===== config.mk =====
export PLATFORM = sky130hd
export DESIGN_NAME = eightbit
export DESIGN_NICKNAME = d
export VERILOG_FILES = /design/src/common/eightbit_pkg.sv /design/src/design/bus_arbiter.sv /design/src/design/decode.sv /design/src/design/eightbit.sv /design/src/design/exec_unit.sv /design/src/design/reg_file.sv /design/src/fetch/fetch_unit.sv /design/src/fetch/inst_queue.sv
export VERILOG_INCLUDE_DIRS = /design/src /design/src/common
export SDC_FILE = /design/constraint.sdc
export NUM_CORES = 1
export LEC_CHECK = 0
export BUFFER_PORTS_ARGS = -buffer_cell sky130_fd_sc_hd__buf_2
export CAP_MARGIN = 10
export CORE_MARGIN = 1
export CORE_UTILIZATION = 25
export CTS_CLUSTER_DIAMETER = 150
export DETAILED_ROUTE_END_ITERATION = 10
export PLACE_DENSITY = 0.43
export SYNTH_ARGS = -nofsm -noshare
export SYNTH_HDL_FRONTEND = slang
export SYNTH_HIERARCHICAL = 1
export SYNTH_SLANG_ARGS = --single-unit

===== constraint.sdc =====
create_clock -name clk -period 4.9 [get_ports clk]
set_input_delay 0.98 -clock clk [delete_from_list [all_inputs] [get_ports clk]]
set_output_delay 0.98 -clock clk [all_outputs]
set_load 0.02 [all_outputs]

===== src/common/eightbit_config.svh =====
`ifndef EIGHTBIT_CONFIG_SVH
`define EIGHTBIT_CONFIG_SVH

// data path and memory address width.
`define DATA_W 8

`define NUM_REGS 16
`define QUEUE_DEPTH 2

// opcode field values, bits 15:12 of an instruction.
`define OP_JMP  4'd0
`define OP_LOD  4'd1
`define OP_STR  4'd2
`define OP_ADD  4'd3
`define OP_ADDI 4'd4
`define OP_LODI 4'd5
`define OP_NAND 4'd6
`define OP_JEQZ 4'd7

`endif


===== src/common/eightbit_pkg.sv =====
`include "eightbit_config.svh"

package eightbit_pkg;

    typedef logic [`DATA_W-1:0] byte_t;          // data value or memory address.
    typedef logic [2*`DATA_W-1:0] inst_t;        // high byte at pc, low byte at pc+1.
    typedef logic [3:0] opcode_t;
    typedef logic [$clog2(`NUM_REGS)-1:0] reg_idx_t;

    // fetch reads two bytes per instruction.
    typedef enum logic [1:0] {
        FETCH_IDLE,
        HIGH_BYTE,
        LOW_BYTE
    } fetch_state_t;

    typedef enum logic [2:0] {
        EXEC_IDLE,
        ISSUE,
        EXECUTE,
        MEM_WAIT,
        WRITEBACK
    } exec_state_t;

endpackage


===== src/design/bus_arbiter.sv =====
module bus_arbiter (
    input  logic                clk,
    input  logic                rst,
    input  logic                fetch_req,
    input  eightbit_pkg::byte_t fetch_addr,
    input  logic                exec_req,
    input  logic                exec_we,
    input  eightbit_pkg::byte_t exec_addr,
    input  eightbit_pkg::byte_t exec_wdata,
    input  logic                mem_ready,
    output logic                fetch_ready,
    output logic                exec_mem_ready,
    output logic                mem_req,
    output logic                mem_we,
    output eightbit_pkg::byte_t mem_addr,
    output eightbit_pkg::byte_t mem_wdata
);
    logic busy_q;
    logic fetch_lock_q;
    logic sel_fetch;

    // once a read is on the bus the owner is kept until ready.
    assign sel_fetch = busy_q ? fetch_lock_q : (fetch_req && !exec_req);

    assign mem_req        = sel_fetch ? fetch_req : exec_req;
    assign mem_we         = sel_fetch ? 1'b0 : exec_we;
    assign mem_addr       = sel_fetch ? fetch_addr : exec_addr;
    assign mem_wdata      = sel_fetch ? '0 : exec_wdata;
    assign fetch_ready    = mem_req && mem_ready && sel_fetch;
    assign exec_mem_ready = mem_req && mem_ready && !sel_fetch;

    always_ff @(posedge clk or posedge rst) begin
        if (rst) begin
            busy_q       <= 1'b0;
            fetch_lock_q <= 1'b0;
        end else if (mem_req && mem_ready) begin
            busy_q       <= 1'b0;
            fetch_lock_q <= 1'b0;
        end else if (mem_req) begin
            busy_q       <= 1'b1;
            fetch_lock_q <= sel_fetch;
        end
    end

    assert property (@(posedge clk) disable iff (rst) !(fetch_ready && exec_mem_ready))
        else $error("ready steered to both masters");
    // both masters must hold their request fields for the bus rule to hold.
    assert property (@(posedge clk) disable iff (rst)
        mem_req && !mem_ready |=> mem_req && $stable(mem_addr) && $stable(mem_we) &&
                                   $stable(mem_wdata))
        else $error("bus request changed before ready");

endmodule


===== src/design/decode.sv =====
`include "eightbit_config.svh"

module decode (
    input  eightbit_pkg::inst_t    inst,
    output eightbit_pkg::opcode_t  op,
    output eightbit_pkg::reg_idx_t dest,
    output eightbit_pkg::reg_idx_t rd_a,
    output eightbit_pkg::reg_idx_t rd_b,
    output eightbit_pkg::byte_t    imm
);
    import eightbit_pkg::*;

    reg_idx_t r1;
    reg_idx_t r2;
    logic     use_r0;

    assign op   = inst[15:12];
    assign dest = inst[11:8];
    assign r1   = inst[7:4];
    assign r2   = inst[3:0];
    assign imm  = inst[7:0];

    // these read their own destination field as an operand.
    assign use_r0 = (op == `OP_STR) || (op == `OP_JEQZ) || (op == `OP_ADDI);

    always_comb begin
        if (use_r0) begin
            rd_a = dest;
            rd_b = r1;
        end else begin
            rd_a = r1;
            rd_b = r2;
        end
    end

endmodule


===== src/design/eightbit.sv =====
module eightbit (
    input  logic                clk,
    input  logic                rst,
    input  logic                mem_ready,
    input  eightbit_pkg::byte_t mem_rdata,
    output logic                mem_req,
    output logic                mem_we,
    output eightbit_pkg::byte_t mem_addr,
    output eightbit_pkg::byte_t mem_wdata
);
    import eightbit_pkg::*;

    logic  fetch_req;
    byte_t fetch_addr;
    logic  fetch_ready;
    logic  push;
    inst_t push_inst;
    byte_t push_pc;
    logic  full;
    logic  empty;
    inst_t head_inst;
    byte_t head_pc;
    logic  pop;
    logic  flush;
    byte_t flush_target;
    logic  exec_req;
    logic  exec_we;
    byte_t exec_addr;
    byte_t exec_wdata;
    logic  exec_mem_ready;

    fetch_unit fetch0 (
        .clk          (clk),
        .rst          (rst),
        .full         (full),
        .flush        (flush),
        .flush_target (flush_target),
        .fetch_ready  (fetch_ready),
        .rdata        (mem_rdata),
        .fetch_req    (fetch_req),
        .fetch_addr   (fetch_addr),
        .push         (push),
        .push_inst    (push_inst),
        .push_pc      (push_pc)
    );

    inst_queue queue0 (
        .clk       (clk),
        .rst       (rst),
        .flush     (flush),
        .push      (push),
        .push_inst (push_inst),
        .push_pc   (push_pc),
        .pop       (pop),
        .head_inst (head_inst),
        .head_pc   (head_pc),
        .full      (full),
        .empty     (empty)
    );

    exec_unit exec0 (
        .clk            (clk),
        .rst            (rst),
        .empty          (empty),
        .head_inst      (head_inst),
        .head_pc        (head_pc),
        .exec_mem_ready (exec_mem_ready),
        .rdata          (mem_rdata),
        .pop            (pop),
        .flush          (flush),
        .flush_target   (flush_target),
        .exec_req       (exec_req),
        .exec_we        (exec_we),
        .exec_addr      (exec_addr),
        .exec_wdata     (exec_wdata)
    );

    bus_arbiter arb0 (
        .clk            (clk),
        .rst            (rst),
        .fetch_req      (fetch_req),
        .fetch_addr     (fetch_addr),
        .exec_req       (exec_req),
        .exec_we        (exec_we),
        .exec_addr      (exec_addr),
        .exec_wdata     (exec_wdata),
        .mem_ready      (mem_ready),
        .fetch_ready    (fetch_ready),
        .exec_mem_ready (exec_mem_ready),
        .mem_req        (mem_req),
        .mem_we         (mem_we),
        .mem_addr       (mem_addr),
        .mem_wdata      (mem_wdata)
    );

endmodule


===== src/design/exec_unit.sv =====
`include "eightbit_config.svh"

module exec_unit (
    input  logic                clk,
    input  logic                rst,
    input  logic                empty,
    input  eightbit_pkg::inst_t head_inst,
    input  eightbit_pkg::byte_t head_pc,
    input  logic                exec_mem_ready,
    input  eightbit_pkg::byte_t rdata,
    output logic                pop,
    output logic                flush,
    output eightbit_pkg::byte_t flush_target,
    output logic                exec_req,
    output logic                exec_we,
    output eightbit_pkg::byte_t exec_addr,
    output eightbit_pkg::byte_t exec_wdata
);
    import eightbit_pkg::*;

    exec_state_t state;
    opcode_t     dec_op;
    opcode_t     op_q;
    reg_idx_t    dec_dest;
    reg_idx_t    dec_rd_a;
    reg_idx_t    dec_rd_b;
    reg_idx_t    dest_q;
    byte_t       dec_imm;
    byte_t       imm_q;
    byte_t       rdata_a;
    byte_t       rdata_b;
    byte_t       a_q;
    byte_t       b_q;
    byte_t       alu_result;
    byte_t       wb_data_q;
    byte_t       next_pc_q;
    logic        reg_we;

    decode dec0 (
        .inst (head_inst),
        .op   (dec_op),
        .dest (dec_dest),
        .rd_a (dec_rd_a),
        .rd_b (dec_rd_b),
        .imm  (dec_imm)
    );

    reg_file regs0 (
        .clk     (clk),
        .rst     (rst),
        .rd_a    (dec_rd_a),
        .rd_b    (dec_rd_b),
        .we      (reg_we),
        .wr_idx  (dest_q),
        .wr_data (wb_data_q),
        .rdata_a (rdata_a),
        .rdata_b (rdata_b)
    );

    assign pop          = (state == ISSUE);
    assign exec_req     = (state == MEM_WAIT);
    assign reg_we       = (state == WRITEBACK);
    assign flush_target = imm_q;
    assign flush = (state == EXECUTE) &&
                   ((op_q == `OP_JMP) || ((op_q == `OP_JEQZ) && (a_q == '0)));

    always_comb begin
        case (op_q)
            `OP_ADD:  alu_result = a_q + b_q;
            `OP_ADDI: alu_result = a_q + imm_q;
            `OP_NAND: alu_result = ~(a_q & b_q);
            default:  alu_result = imm_q;                // lodi.
        endcase
    end

    always_ff @(posedge clk or posedge rst) begin
        if (rst) begin
            state      <= EXEC_IDLE;
            exec_we    <= 1'b0;
            exec_addr  <= '0;
            exec_wdata <= '0;
            next_pc_q  <= '0;
        end else begin
            case (state)
                EXEC_IDLE: begin
                    if (!empty) begin
                        state <= ISSUE;
                    end
                end
                ISSUE: begin
                    next_pc_q <= head_pc + 8'd2;
                    state     <= EXECUTE;
                end
                EXECUTE: begin
                    case (op_q)
                        `OP_LOD, `OP_STR: begin
                            // lod reads port a as the address, str reads port b.
                            exec_we    <= (op_q == `OP_STR);
                            exec_addr  <= (op_q == `OP_STR) ? b_q : a_q;
                            exec_wdata <= a_q;
                            state      <= MEM_WAIT;
                        end
                        `OP_ADD, `OP_ADDI, `OP_LODI, `OP_NAND: state <= WRITEBACK;
                        default: begin
                            if (flush) begin
                                next_pc_q <= imm_q;
                            end
                            state <= EXEC_IDLE;                  // the queue is clearing now.
                        end
                    endcase
                end
                MEM_WAIT: begin
                    if (exec_mem_ready) begin
                        state <= exec_we ? EXEC_IDLE : WRITEBACK;
                    end
                end
                WRITEBACK: state <= empty ? EXEC_IDLE : ISSUE;
                default:   state <= EXEC_IDLE;
            endcase
        end
    end

    always_ff @(posedge clk) begin
        if (state == ISSUE) begin
            op_q   <= dec_op;
            dest_q <= dec_dest;
            imm_q  <= dec_imm;
            a_q    <= rdata_a;
            b_q    <= rdata_b;
        end
        if (state == EXECUTE) begin
            wb_data_q <= alu_result;
        end else if ((state == MEM_WAIT) && exec_mem_ready) begin
            wb_data_q <= rdata;
        end
    end

    assert property (@(posedge clk) disable iff (rst) exec_req && !exec_mem_ready |=> exec_req)
        else $error("execute dropped its bus request before ready");
    // fetch, flush and queue together must deliver instructions in program order.
    assert property (@(posedge clk) disable iff (rst) pop |-> (head_pc == next_pc_q))
        else $error("issued instruction is out of program order");

endmodule


===== src/design/reg_file.sv =====
`include "eightbit_config.svh"

module reg_file (
    input  logic                   clk,
    input  logic                   rst,
    input  eightbit_pkg::reg_idx_t rd_a,
    input  eightbit_pkg::reg_idx_t rd_b,
    input  logic                   we,
    input  eightbit_pkg::reg_idx_t wr_idx,
    input  eightbit_pkg::byte_t    wr_data,
    output eightbit_pkg::byte_t    rdata_a,
    output eightbit_pkg::byte_t    rdata_b
);
    import eightbit_pkg::*;

    byte_t regs [`NUM_REGS];

    assign rdata_a = regs[rd_a];
    assign rdata_b = regs[rd_b];

    always_ff @(posedge clk or posedge rst) begin
        if (rst) begin
            for (int i = 0; i < `NUM_REGS; i++) begin
                regs[i] <= '0;
            end
        end else if (we) begin
            regs[wr_idx] <= wr_data;
        end
    end

endmodule


===== src/fetch/fetch_unit.sv =====
module fetch_unit (
    input  logic                clk,
    input  logic                rst,
    input  logic                full,
    input  logic                flush,
    input  eightbit_pkg::byte_t flush_target,
    input  logic                fetch_ready,
    input  eightbit_pkg::byte_t rdata,
    output logic                fetch_req,
    output eightbit_pkg::byte_t fetch_addr,
    output logic                push,
    output eightbit_pkg::inst_t push_inst,
    output eightbit_pkg::byte_t push_pc
);
    import eightbit_pkg::*;

    fetch_state_t state;
    byte_t        pc;
    byte_t        addr_q;
    byte_t        high_q;
    logic         abort_q;
    logic         take_high;
    logic         take_low;

    assign fetch_req  = (state != FETCH_IDLE);
    assign fetch_addr = addr_q;                          // held for the whole bus read.
    assign take_high  = (state == HIGH_BYTE) && fetch_ready;
    assign take_low   = (state == LOW_BYTE) && fetch_ready;

    always_ff @(posedge clk or posedge rst) begin
        if (rst) begin
            state   <= FETCH_IDLE;
            pc      <= '0;
            addr_q  <= '0;
            abort_q <= 1'b0;
            push    <= 1'b0;
        end else begin
            push <= 1'b0;
            if (flush) begin
                pc <= flush_target;
            end
            case (state)
                FETCH_IDLE: begin
                    // a push in flight is not yet counted by the queue.
                    if (!flush && !full && !push) begin
                        addr_q <= pc;
                        state  <= HIGH_BYTE;
                    end
                end
                HIGH_BYTE: begin
                    if (fetch_ready) begin
                        if (flush || abort_q) begin
                            abort_q <= 1'b0;
                            state   <= FETCH_IDLE;
                        end else begin
                            addr_q <= addr_q + 8'd1;
                            state  <= LOW_BYTE;
                        end
                    end else if (flush) begin
                        abort_q <= 1'b1;                 // let the read finish, then drop it.
                    end
                end
                LOW_BYTE: begin
                    if (fetch_ready) begin
                        abort_q <= 1'b0;
                        state   <= FETCH_IDLE;
                        if (!flush && !abort_q) begin
                            push <= 1'b1;
                            pc   <= pc + 8'd2;
                        end
                    end else if (flush) begin
                        abort_q <= 1'b1;
                    end
                end
                default: state <= FETCH_IDLE;
            endcase
        end
    end

    always_ff @(posedge clk) begin
        if (take_high) begin
            high_q <= rdata;
        end
        if (take_low) begin
            push_inst <= {high_q, rdata};
            push_pc   <= pc;
        end
    end

    // relies on the queue count and the hold on a pending push.
    assert property (@(posedge clk) disable iff (rst) push |-> !full)
        else $error("fetch pushed into a full queue");

endmodule


===== src/fetch/inst_queue.sv =====
`include "eightbit_config.svh"

module inst_queue (
    input  logic                clk,
    input  logic                rst,
    input  logic                flush,
    input  logic                push,
    input  eightbit_pkg::inst_t push_inst,
    input  eightbit_pkg::byte_t push_pc,
    input  logic                pop,
    output eightbit_pkg::inst_t head_inst,
    output eightbit_pkg::byte_t head_pc,
    output logic                full,
    output logic                empty
);
    import eightbit_pkg::*;

    localparam int DEPTH = `QUEUE_DEPTH;
    localparam int PTR_W = (DEPTH > 1) ? $clog2(DEPTH) : 1;

    typedef logic [PTR_W-1:0] ptr_t;

    inst_t          inst_mem [DEPTH];
    byte_t          pc_mem [DEPTH];
    ptr_t           wr_ptr;
    ptr_t           rd_ptr;
    logic [PTR_W:0] count;
    logic           do_push;
    logic           do_pop;

    function automatic ptr_t next_ptr(input ptr_t p);
        return (p == ptr_t'(DEPTH - 1)) ? '0 : p + 1'b1;
    endfunction

    assign full      = (count == (PTR_W + 1)'(DEPTH));
    assign empty     = (count == '0);
    assign do_push   = push && !full;
    assign do_pop    = pop && !empty;
    assign head_inst = inst_mem[rd_ptr];
    assign head_pc   = pc_mem[rd_ptr];

    always_ff @(posedge clk or posedge rst) begin
        if (rst) begin
            wr_ptr <= '0;
            rd_ptr <= '0;
            count  <= '0;
        end else if (flush) begin
            wr_ptr <= '0;                                // a push in the same cycle is dropped.
            rd_ptr <= '0;
            count  <= '0;
        end else begin
            if (do_push) begin
                wr_ptr <= next_ptr(wr_ptr);
            end
            if (do_pop) begin
                rd_ptr <= next_ptr(rd_ptr);
            end
            case ({do_push, do_pop})
                2'b10:   count <= count + 1'b1;
                2'b01:   count <= count - 1'b1;
                default: count <= count;
            endcase
        end
    end

    always_ff @(posedge clk) begin
        if (do_push && !flush) begin
            inst_mem[wr_ptr] <= push_inst;
            pc_mem[wr_ptr]   <= push_pc;
        end
    end

    assert property (@(posedge clk) disable iff (rst) pop |-> !empty)
        else $error("pop from an empty queue");
    assert property (@(posedge clk) disable iff (rst) push |-> !full)
        else $error("push into a full queue");

endmodule


==> Flow_metrics.wiki, run 1 <==
{| class="wikitable"
! Metric !! Value
|-
| Outcome || finished, final reports clean
|-
| CTS hold repair buffers || 0
|-
| Sort of element at the end of the critical path || output port
|-
| Total track usage || 13.2%
|-
| Number of pins exceeding their max-slew limit in the final report || 0
|-
| Yosys warning total || 6
|-
| Layout overhead on the synthesized area || 12.9%
|-
| Post-synthesis instance area || 14100 um^2
|-
| CTS clock-pin slew for the worst setup and hold paths || 0.07 ns
|-
| Post-Route WL || 37.1 mm
|-
| Tightest Hold Check Type || in2async
|-
| IO buf count || 28
|-
| Buffer count from post-CTS setup fixing || 0
|-
| Headroom to the max-slew limit || 26.1%
|-
| Pin slew with the least headroom to its limit || roughly 1.1 ns
|-
| Number of global-route vias before repair || 8808
|-
| Sum of overflow across all layers after global routing || 0
|-
| Share of post-route cells with drive strength above 1 || 36.2%
|-
| I/O pin count || 29
|-
| Die Wd || 239 um
|-
| Final HPWL from detailed placement || 25.4 mm
|-
| Clock Power Share || 28.8%
|-
| ANT cells || 0
|-
| Count of standard-cell rows || 86
|-
| TritonCTS clock tree || built
|-
| Inserted Clock Buffers || 30
|-
| Detailed-route DRC error count || 0
|-
| Core Area || 55300 um^2
|-
| Switching power total || 2.94 mW
|-
| Setup crit start kind || flip-flop
|-
| Routability Congestion || approximately 0.8
|-
| Mapped Cells || 1024
|-
| Via count || roughly 8500
|-
| Number of hold violations in the final report || 0
|-
| Crit path max-delay cell type || dfrtp_1
|-
| Sum of negative setup slack || 0 ns
|-
| Most common cell after layout, fill and taps aside || dfrtp_1
|-
| Comb power frac || between 30 and 40%
|-
| Total Nets Final || 1038
|-
| Number of setup violations in the final report || 0
|-
| Antenna violations before repair || 0
|-
| Total Power Consumption || 8.44 mW
|-
| Number of gates resized after CTS || 0
|-
| Depth of the worst register-to-register path || 8
|-
| Average wire length per cell after detail routing || 20.8 um
|-
| Placed cells || 1729
|-
| Max Buffers Root-to-Sink || 3
|-
| Power Density || 531 nW/um^2
|-
| Mean cell area of the mapped netlist || 13.7 um^2
|-
| Pre-antenna DRT Iters || 4
|-
| Number of nets with antenna violations after routing || 0
|-
| Max-cap violations || 0
|-
| Worst slack, placed || 1.26 ns
|-
| Tmin final || 3.78 ns
|-
| Area of the die || 57200 um^2
|-
| First DRT Iteration DRCs || 564
|-
| Switching part of the total || 34.8%
|-
| Leakage power || 6.43 nW
|-
| Type of the worst setup path || reg2out
|-
| Internal cell power || around 5.5 mW
|-
| Peak supply drop || 0.269 mV
|-
| H-tree depth reported by CTS || 1
|-
| Clock Sinks || 270
|-
| Unrepaired setup endpoints after global routing || no
|-
| Starting density of the core || 25.4%
|-
| Largest fanout on the critical path || 17
|-
| Post-Route Skew || 0.0138 ns
|-
| Number of nets produced by synthesis || 1049
|-
| Per-cell via count in the routed design || about 4.8
|-
| Critical path cell sequence || nand2b_1, or2_2, inv_1, nor3b_4, a21oi_4, mux2_2, buf_2
|-
| Start of the worst register-to-register path || queue0/rd_ptr
|-
| Reg-to-Reg End || exec0/b_q[7]
|-
| Data required time of the critical path || slightly below 4 ns
|-
| Final instance count without filler cells || 1785
|-
| Peak per-stage delay on the critical path || 0.45 ns
|-
| First-pass GRT wire length || roughly 57 mm
|-
| Share of total power in sequential cells || between 30% and 40%
|-
| Leading cell types in the layout, fill and taps excluded || dfrtp_1 (174), mux2_2 (147), edfxtp_1 (96)
|-
| Overall die height || 239 um
|-
| Slack of the critical path || 1.12 ns
|-
| Clock insertion delay at the later pin of the skew report || 0.57 ns
|-
| Maximum clock frequency || roughly 260 MHz
|-
| Root buffer cell || clkbuf_16
|-
| Data arrival time of the worst path || 2.80 ns
|-
| Final worst-path cycle share || 77.2%
|-
| Largest net degree at the start of global routing || 79
|-
| Setup slack of the worst register-to-register path || 1.30 ns
|}
critical path, delay by kind of cell (launching register included):
| kind | cells | cell delay (ns) |
|---|---|---|
| buffers and inverters | 2 | 0.38 |
| muxes | 1 | 0.41 |
| AOI/OAI and AO/OA | 1 | 0.41 |
| DFF | 1 | 0.45 |
| and+or+nand+nor | 3 | 0.58 |
layout make-up:
type                            count  area [um^2]
Clock buffer                       41          853
Clock inverter                     15          208
Fill cell                        5659        39400
Inverter                           36          138
Multi-Input combinational cell    634         6260
Sequential cell                   270         7240
Tap cell                          748          936
Timing Repair Buffer               41          263
metrics by stage:
step                util (%)  area, um^2  hold WS [ns]
CTS                     28.7       15900         0.298
global placement        26.8       14800         0.402
detailed placement      26.8       14800         0.407
floorplan                  -       14100         0.400
global route            28.7       15900         0.299
finish                  28.7       15900         0.319
sequential cells by signal, summed over array words and instances (netlist names), 2 cells and up:
name,cells
exec0/regs0/regs,128
queue0/inst_mem,32
fetch0/push_inst,16
exec0/a_q,8
exec0/b_q,8
exec0/exec_addr,8
exec0/exec_wdata,8
exec0/flush_target,8
exec0/wb_data_q,8
fetch0/fetch_addr,8
fetch0/high_q,8
fetch0/pc,8
exec0/dest_q,4
exec0/op_q,4
exec0/state,3
fetch0/state,2
queue0/count,2
how the worst max path moves through the flow:
stage	start	endpoint	slack, ns	depth (start not counted)
floorplan	rst	exec0/regs0/regs[0]	0.51	1
global placement	queue0/rd_ptr	exec0/a_q[7]	1.31	8
detailed placement	queue0/rd_ptr	exec0/b_q[7]	1.26	8
CTS	exec0/state[2]	mem_addr[0]	1.05	7
global route	exec0/state[2]	mem_addr[1]	0.90	7
finish	exec0/state[2]	mem_addr[0]	1.12	7
power by group through the flow:
stage | combinational [mW] | clock, mW | sequential [mW]
final | 2.71 | 2.43 | 3.31
after global routing | 2.96 | 2.59 | 3.38
after CTS | 2.77 | 2.49 | 3.31
after detailed placement | 2.76 | 0 | 3.35
after global placement | 2.73 | 0 | 3.35
after floorplan | 2.29 | 0 | 3.08
metal layers:
metal / vias up / global-route usage, % / part of all wire [%]
met5: - / 0 / 0
met4: 0 / 3.38 / 2.5
met3: 55 / 1.77 / 2.8
met2: 146 / 21.2 / 47
met1: 4421 / 18.5 / 48
li1: 3858 / - / -
(Power assumes the default switching activity.)
==> run 2, diff against run 1 <==
--- a/config.mk
+++ b/config.mk
@@ -6,13 +6,14 @@
 export SDC_FILE = /design/constraint.sdc
 export NUM_CORES = 1
 export LEC_CHECK = 0
+export ABC_AREA = 1
 export BUFFER_PORTS_ARGS = -buffer_cell sky130_fd_sc_hd__buf_2
 export CAP_MARGIN = 10
 export CORE_MARGIN = 1
 export CORE_UTILIZATION = 25
 export CTS_CLUSTER_DIAMETER = 150
 export DETAILED_ROUTE_END_ITERATION = 10
-export PLACE_DENSITY = 0.43
+export PLACE_DENSITY = 0.44
 export SYNTH_ARGS = -nofsm -noshare
 export SYNTH_HDL_FRONTEND = slang
 export SYNTH_HIERARCHICAL = 1
==> constraint.sdc (replaced) <==
create_clock -name clk -period 3.3 [get_ports clk]
set_input_delay 0.66 -clock clk [delete_from_list [all_inputs] [get_ports clk]]
set_output_delay 0.66 -clock clk [all_outputs]
set_load 0.02 [all_outputs]
==> run 2 against run 1 <==
Net effect:
- register-to-register slack got worse by 0.84 ns
- first-iteration DRC count rose by 79%
- die area rose by 4.5%
- worst hold slack got worse by 0.020 ns
- clock-buffer cell count rose by 1
- via count rose by 42%
- critical path type unchanged
- highest routed layer unchanged
==> Flow_metrics.wiki, run 2 <==
{| class="wikitable"
! Metric !! Value
|-
| Final HPWL from detailed placement || 31.7 mm
|-
| Setup crit start kind || flip-flop
|-
| Worst-case hold path end point || fetch0/push_inst[0]
|-
| Unrepaired setup endpoints after global routing || no
|-
| Total Nets Final || 1852
|-
| Buffer count from post-CTS setup fixing || 0
|-
| Largest registers ranked by flip-flop count || exec0/regs0/regs: 128 flops, queue0/inst_mem: 32 flops, fetch0/push_inst: 16 flops
|-
| Largest net degree at the start of global routing || ~130
|-
| Max Buffers Root-to-Sink || 3
|-
| Leading cell types in the layout, fill and taps excluded || nand2_1 (567), nand3_1 (270), inv_1 (235)
|-
| Number of pins exceeding their max-slew limit in the final report || 0
|-
| Per-cell via count in the routed design || 4.59
|-
| Total Power Consumption || between 15 and 20 mW
|-
| Sum of negative setup slack || 0 ns
|-
| Number of flip-flops in the largest register || 128
|-
| First-pass GRT wire length || between 70 and 80 mm
|-
| Clock insertion delay at the later pin of the skew report || 0.58 ns
|-
| Headroom to the max-slew limit || 29.4%
|-
| Leakage power || 7.61 nW
|-
| Post-Route Skew || 0.0115 ns
|-
| Register containing the most flip-flops in the final layout || exec0/regs0/regs
|-
| IO buf count || 28
|-
| Type of the worst setup path || reg2out
|-
| Critical path cell sequence || inv_1, ha_1, inv_1, nand2_1, o21ai_2, buf_4, nand2_1, o21ai_0, buf_2
|-
| TritonCTS clock tree || built
|-
| Reg-to-Reg End || exec0/a_q[2]
|-
| CTS clock-pin slew for the worst setup and hold paths || 0.07 ns
|-
| Top layer reached by signal wires || met4
|-
| H-tree depth reported by CTS || 1
|-
| Inserted Clock Buffers || 31
|-
| Pin slew with the least headroom to its limit || 1.06 ns
|-
| Max-cap violations || 0
|-
| Number of gates resized after CTS || 0
|-
| Routability Congestion || 0.869
|-
| Post-synthesis instance area || 14700 um^2
|-
| Layout overhead on the synthesized area || 12.9%
|-
| ANT cells || 0
|-
| Antenna violations before repair || 0
|-
| Placed instance area || between 15000 and 20000 um^2
|-
| Share of post-route cells with drive strength above 1 || between 10% and 20%
|-
| Yosys warning total || 6
|-
| I/O pin count || 29
|-
| Pre-antenna DRT Iters || 5
|-
| Detailed-route DRC error count || 0
|-
| Die Wd || ~240 um
|-
| Setup slack of the worst register-to-register path || approximately 0.46 ns
|-
| Layout Cell Area excl Fill || between 15000 and 20000 um^2
|-
| Number of setup violations in the final report || 0
|-
| Root buffer cell || clkbuf_16
|-
| Starting density of the core || 25.4%
|-
| Outcome || finished, final reports clean
|-
| Count of standard-cell rows || 88
|-
| Largest fanout on the critical path || 22
|-
| Final worst-path cycle share || 93.7%
|-
| Sort of element at the end of the critical path || output port
|-
| Fillcell total || about 6300
|-
| Hold path depth || 1
|-
| Tightest Hold Check Type || in2reg
|-
| Mean cell area of the mapped netlist || 7.99 um^2
|-
| Post-Route WL || 45.9 mm
|-
| Peak per-stage delay on the critical path || 0.37 ns
|-
| Data arrival time of the worst path || 2.43 ns
|-
| Met2 routed wirelength || slightly above 20 mm
|-
| Tmin final || roughly 3.1 ns
|-
| Wire length on met3 || 2.18 mm
|-
| Depth of the worst register-to-register path || 14
|-
| Most common cell after layout, fill and taps aside || nand2_1
|-
| Average wire length per cell after detail routing || 17.5 um
|-
| Mapped Cells || 1840
|-
| Via count || about 12000
|-
| Maximum clock frequency || roughly 320 MHz
|-
| Crit path max-delay cell type || dfrtp_1
|-
| Number of nets produced by synthesis || 1865
|-
| CTS hold repair buffers || 1
|-
| First DRT Iteration DRCs || between 1000 and 1500
|-
| Power Density || 1060 nW/um^2
|-
| Min-delay src || mem_rdata[0]
|-
| Number of global-route vias before repair || 11500
|-
| Worst Setup SP || fetch0/state[0]
|-
| Routed length on met1 || approximately 22 mm
|-
| Peak supply drop || 0.453 mV
|-
| Overall die height || 245 um
|-
| Core Area || 57900 um^2
|-
| Total track usage || 15.4%
|-
| Number of hold violations in the final report || 0
|-
| Number of nets with antenna violations after routing || 0
|-
| Start of the worst register-to-register path || queue0/rd_ptr
|-
| Clock Sinks || 270
|-
| Data required time of the critical path || 2.64 ns
|-
| Sum of overflow across all layers after global routing || 0
|-
| Area of the die || 59800 um^2
|}
-- run 2: cell type report --
type                    count  area (um^2)  area share (%)
flip-flops and latches    270         7240            43.6
multi-input cells        1216         5990            36.1
inverters                 253          961            5.79
well taps                 765          957            5.77
clock buffers              42          888            5.35
repair buffers             55          433            2.61
clock inverters            15          135           0.814
-- run 2: where the power goes --
| group | leakage (nW) | internal, mW | total (mW) | switching (mW) |
|---|---|---|---|---|
| Sequential | 3.22 | 4.79 | 5.67 | 0.881 |
| Clock | 0.504 | 2.03 | 3.49 | 1.45 |
| Combinational | 3.89 | 2.64 | 8.38 | 5.74 |
| Total | 7.61 | 9.46 | 17.5 | 8.08 |
-- run 2: critical path, delay by kind of cell, from the launching register on --
kind	cells	cell delay [ns]
AO/OA/AOI/OAI	2	0.32
adder cells (fa/ha/maj)	1	0.28
buffers and inverters	4	0.71
flip-flops	1	0.37
AND/OR/NAND/NOR	2	0.17
-- run 2: how the worst max path moves through the flow --
stage	end	cells after the start
after floorplan	exec0/a_q[0]	15
after global placement	queue0/inst_mem[0][0]	9
after detailed placement	exec0/a_q[5]	12
after CTS	mem_addr[0]	9
after global routing	mem_addr[4]	9
final	mem_addr[0]	9
-- run 2: routing by layer --
metal,track usage (%),up-vias
met2,24.3,315
met4,4.25,0
met3,2.07,62
li1,-,5889
met5,0,-
met1,21.9,5736
-- run 2: metrics by stage --
| stage | hold WS [ns] | worst slack, ns | cells | util, % |
|---|---|---|---|---|
| finish | 0.299 | 0.208 | 2616 | 28.7 |
| global route | 0.277 | 0.0274 | 2616 | 28.7 |
| CTS | 0.264 | 0.157 | 2616 | 28.7 |
| detailed placement | 0.405 | 0.524 | 2558 | 26.9 |
| global placement | 0.401 | 0.555 | 2558 | 26.9 |
| floorplan | 0.400 | 0.696 | 1840 | - |
==> run 3, diff against run 2 <==
--- a/config.mk
+++ b/config.mk
@@ -13,7 +13,7 @@
 export CORE_UTILIZATION = 25
 export CTS_CLUSTER_DIAMETER = 150
 export DETAILED_ROUTE_END_ITERATION = 10
-export PLACE_DENSITY = 0.44
+export PLACE_DENSITY = 0.43
 export SYNTH_ARGS = -nofsm -noshare
 export SYNTH_HDL_FRONTEND = slang
 export SYNTH_HIERARCHICAL = 1
==> constraint.sdc (replaced) <==
create_clock -name clk -period 3.81 [get_ports clk]
set_input_delay 0.762 -clock clk [delete_from_list [all_inputs] [get_ports clk]]
set_output_delay 0.762 -clock clk [all_outputs]
set_load 0.02 [all_outputs]
==> run 3 against run 2 <==
Net effect:
- critical path type unchanged
- register-to-register slack improved by 0.17 ns
- combinational power fell by 14%
- largest power group unchanged
- global-route usage rose by 0.25 points
- critical path depth fell by 1
- core utilization barely moved
==> Flow_metrics.wiki, run 3 (synthesis results as in run 2) <==
{| class="wikitable"
! Metric !! Value
|-
| Type of the worst setup path || reg2out
|-
| Via count || 12100
|-
| Count of standard-cell rows || 88
|-
| Max-cap violations || 0
|-
| Critical Path End || mem_addr[5]
|-
| Setup crit start kind || flip-flop
|-
| Power Density || 918 nW/um^2
|-
| CTS hold repair buffers || 0
|-
| Total track usage || 15.7%
|-
| TritonCTS clock tree || built
|-
| Largest net degree at the start of global routing || around 130
|-
| ANT cells || 0
|-
| Largest registers ranked by flip-flop count || exec0/regs0/regs: 128 flops, queue0/inst_mem: 32 flops, fetch0/push_inst: 16 flops
|-
| Leakage power || between 7 and 8 nW
|-
| Number of gates resized after CTS || 0
|-
| Average wire length per cell after detail routing || 17.7 um
|-
| Layout overhead on the synthesized area || 12.7%
|-
| Number of nets with antenna violations after routing || 0
|-
| Number of global-route vias before repair || about 12000
|-
| Total Nets Final || 1850
|-
| Depth of the worst register-to-register path || 12
|-
| Area of the die || 59800 um^2
|-
| Setup slack of the worst register-to-register path || 0.63 ns
|-
| Placed cells || 2554
|-
| First-pass GRT wire length || slightly above 70 mm
|-
| Antenna violations before repair || 2
|-
| Post-Route Skew || 0.0298 ns
|-
| Per-cell via count in the routed design || 4.61
|-
| Final HPWL from detailed placement || around 31 mm
|-
| Headroom to the max-slew limit || between 40% and 50%
|-
| Slack of the critical path || 0.519 ns
|-
| Detailed-route DRC error count || 0
|-
| Start of the worst register-to-register path || queue0/rd_ptr
|-
| Post-Route WL || ~46 mm
|-
| Overall die height || 245 um
|-
| Post-layout util || 28.6%
|-
| Number of flip-flops in the largest register || 128
|-
| Sum of overflow across all layers after global routing || 0
|-
| Most common cell after layout, fill and taps aside || nand2_1
|-
| Core Area || 57900 um^2
|-
| CTS clock-pin slew for the worst setup and hold paths || 0.05 ns
|-
| Number of hold violations in the final report || 0
|-
| Tightest Hold Check Type || in2async
|-
| Max Buffers Root-to-Sink || 3
|-
| Leading cell types in the layout, fill and taps excluded || nand2_1 (567), nand3_1 (270), inv_1 (235)
|-
| Share of post-route cells with drive strength above 1 || a little over a tenth
|-
| Unrepaired setup endpoints after global routing || no
|-
| Inserted Clock Buffers || 34
|-
| Starting density of the core || 25.4%
|-
| Sort of element at the end of the critical path || output port
|-
| Number of setup violations in the final report || 0
|-
| Hold Worst Slack || around 0.17 ns
|-
| I/O pin count || 29
|-
| Final instance count without filler cells || 2615
|-
| Clock insertion delay at the later pin of the skew report || 0.55 ns
|-
| Reg-to-Reg End || exec0/a_q[0]
|-
| Worst Setup SP || fetch0/state[0]
|-
| Layout Cell Area excl Fill || between 15000 and 20000 um^2
|-
| Data required time of the critical path || 3.05 ns
|-
| Clock Sinks || 270
|-
| H-tree depth reported by CTS || 2
|-
| IO buf count || 28
|-
| Outcome || finished, final reports clean
|-
| Pre-antenna DRT Iters || 5
|-
| Worst slack, placed || 0.728 ns
|-
| Sum of negative setup slack || 0 ns
|-
| Tmin final || between 3 and 4 ns
|-
| Final worst-path cycle share || 86.4%
|-
| Largest fanout on the critical path || 18
|-
| Peak supply drop || 0.441 mV
|-
| Number of pins exceeding their max-slew limit in the final report || 0
|-
| Die Wd || 245 um
|-
| Total Power Consumption || 15.2 mW
|-
| Routability Congestion || about 0.87
|-
| Data arrival time of the worst path || approximately 2.5 ns
|-
| Placed instance area || 15500 um^2
|-
| Maximum clock frequency || 304 MHz
|-
| Pin slew with the least headroom to its limit || 0.858 ns
|-
| Root buffer cell || clkbuf_16
|-
| Buffer count from post-CTS setup fixing || 0
|-
| Register containing the most flip-flops in the final layout || exec0/regs0/regs
|-
| First DRT Iteration DRCs || 1236
|}
-- run 3: report_power, final --
part | total, mW | internal (mW) | switching (mW) | leakage (nW)
combinational | 7.19 | 2.23 | 4.96 | 3.85
sequential | 4.89 | 4.15 | 0.742 | 3.22
clock | 3.14 | 1.85 | 1.29 | 0.527
-- run 3: worst max-delay path: stages, from the launching register on --
cell	delay (ns)
dfrtp_1	0.36
inv_1	0.08
ha_1	0.27
inv_1	0.12
nand2_1	0.09
o21ai_2	0.58
buf_4	0.29
o21ai_2	0.06
buf_2	0.15
-- run 3: worst min path at each step --
stage | from | to | slack, ns | depth (start not counted)
2_1_floorplan | fetch0/high_q[2] | fetch0/push_inst[10] | 0.40 | 0
3_3_place_gp | fetch0/high_q[3] | fetch0/push_inst[11] | 0.40 | 0
3_5_place_dp | fetch0/high_q[2] | fetch0/push_inst[10] | 0.40 | 0
4_1_cts | rst | arb0/busy_q | 0.14 | 2
5_1_grt | rst | arb0/busy_q | 0.17 | 2
6_report | rst | arb0/busy_q | 0.17 | 2
-- run 3: area by class of cell --
class / instances / area [um^2]
clock buffer: 51 / 1020
sequential: 270 / 7240
timing repair buffer: 50 / 368
fill: 6283 / 41300
multi-input combinational: 1216 / 5980
clock inverter: 10 / 53.8
tap: 765 / 957
inverter: 253 / 961
-- run 3: layer usage --
metal  vias to the layer above  wire length [um]  part of all wire [%]  track usage, %
li1                       5887                 -                     -               -
met1                      5717             21600                    47            22.0
met2                       370             20700                    45            24.3
met3                        86              2570                   5.6            2.43
met4                         0              1450                   3.1            5.51
met5                         -                 0                     0               0
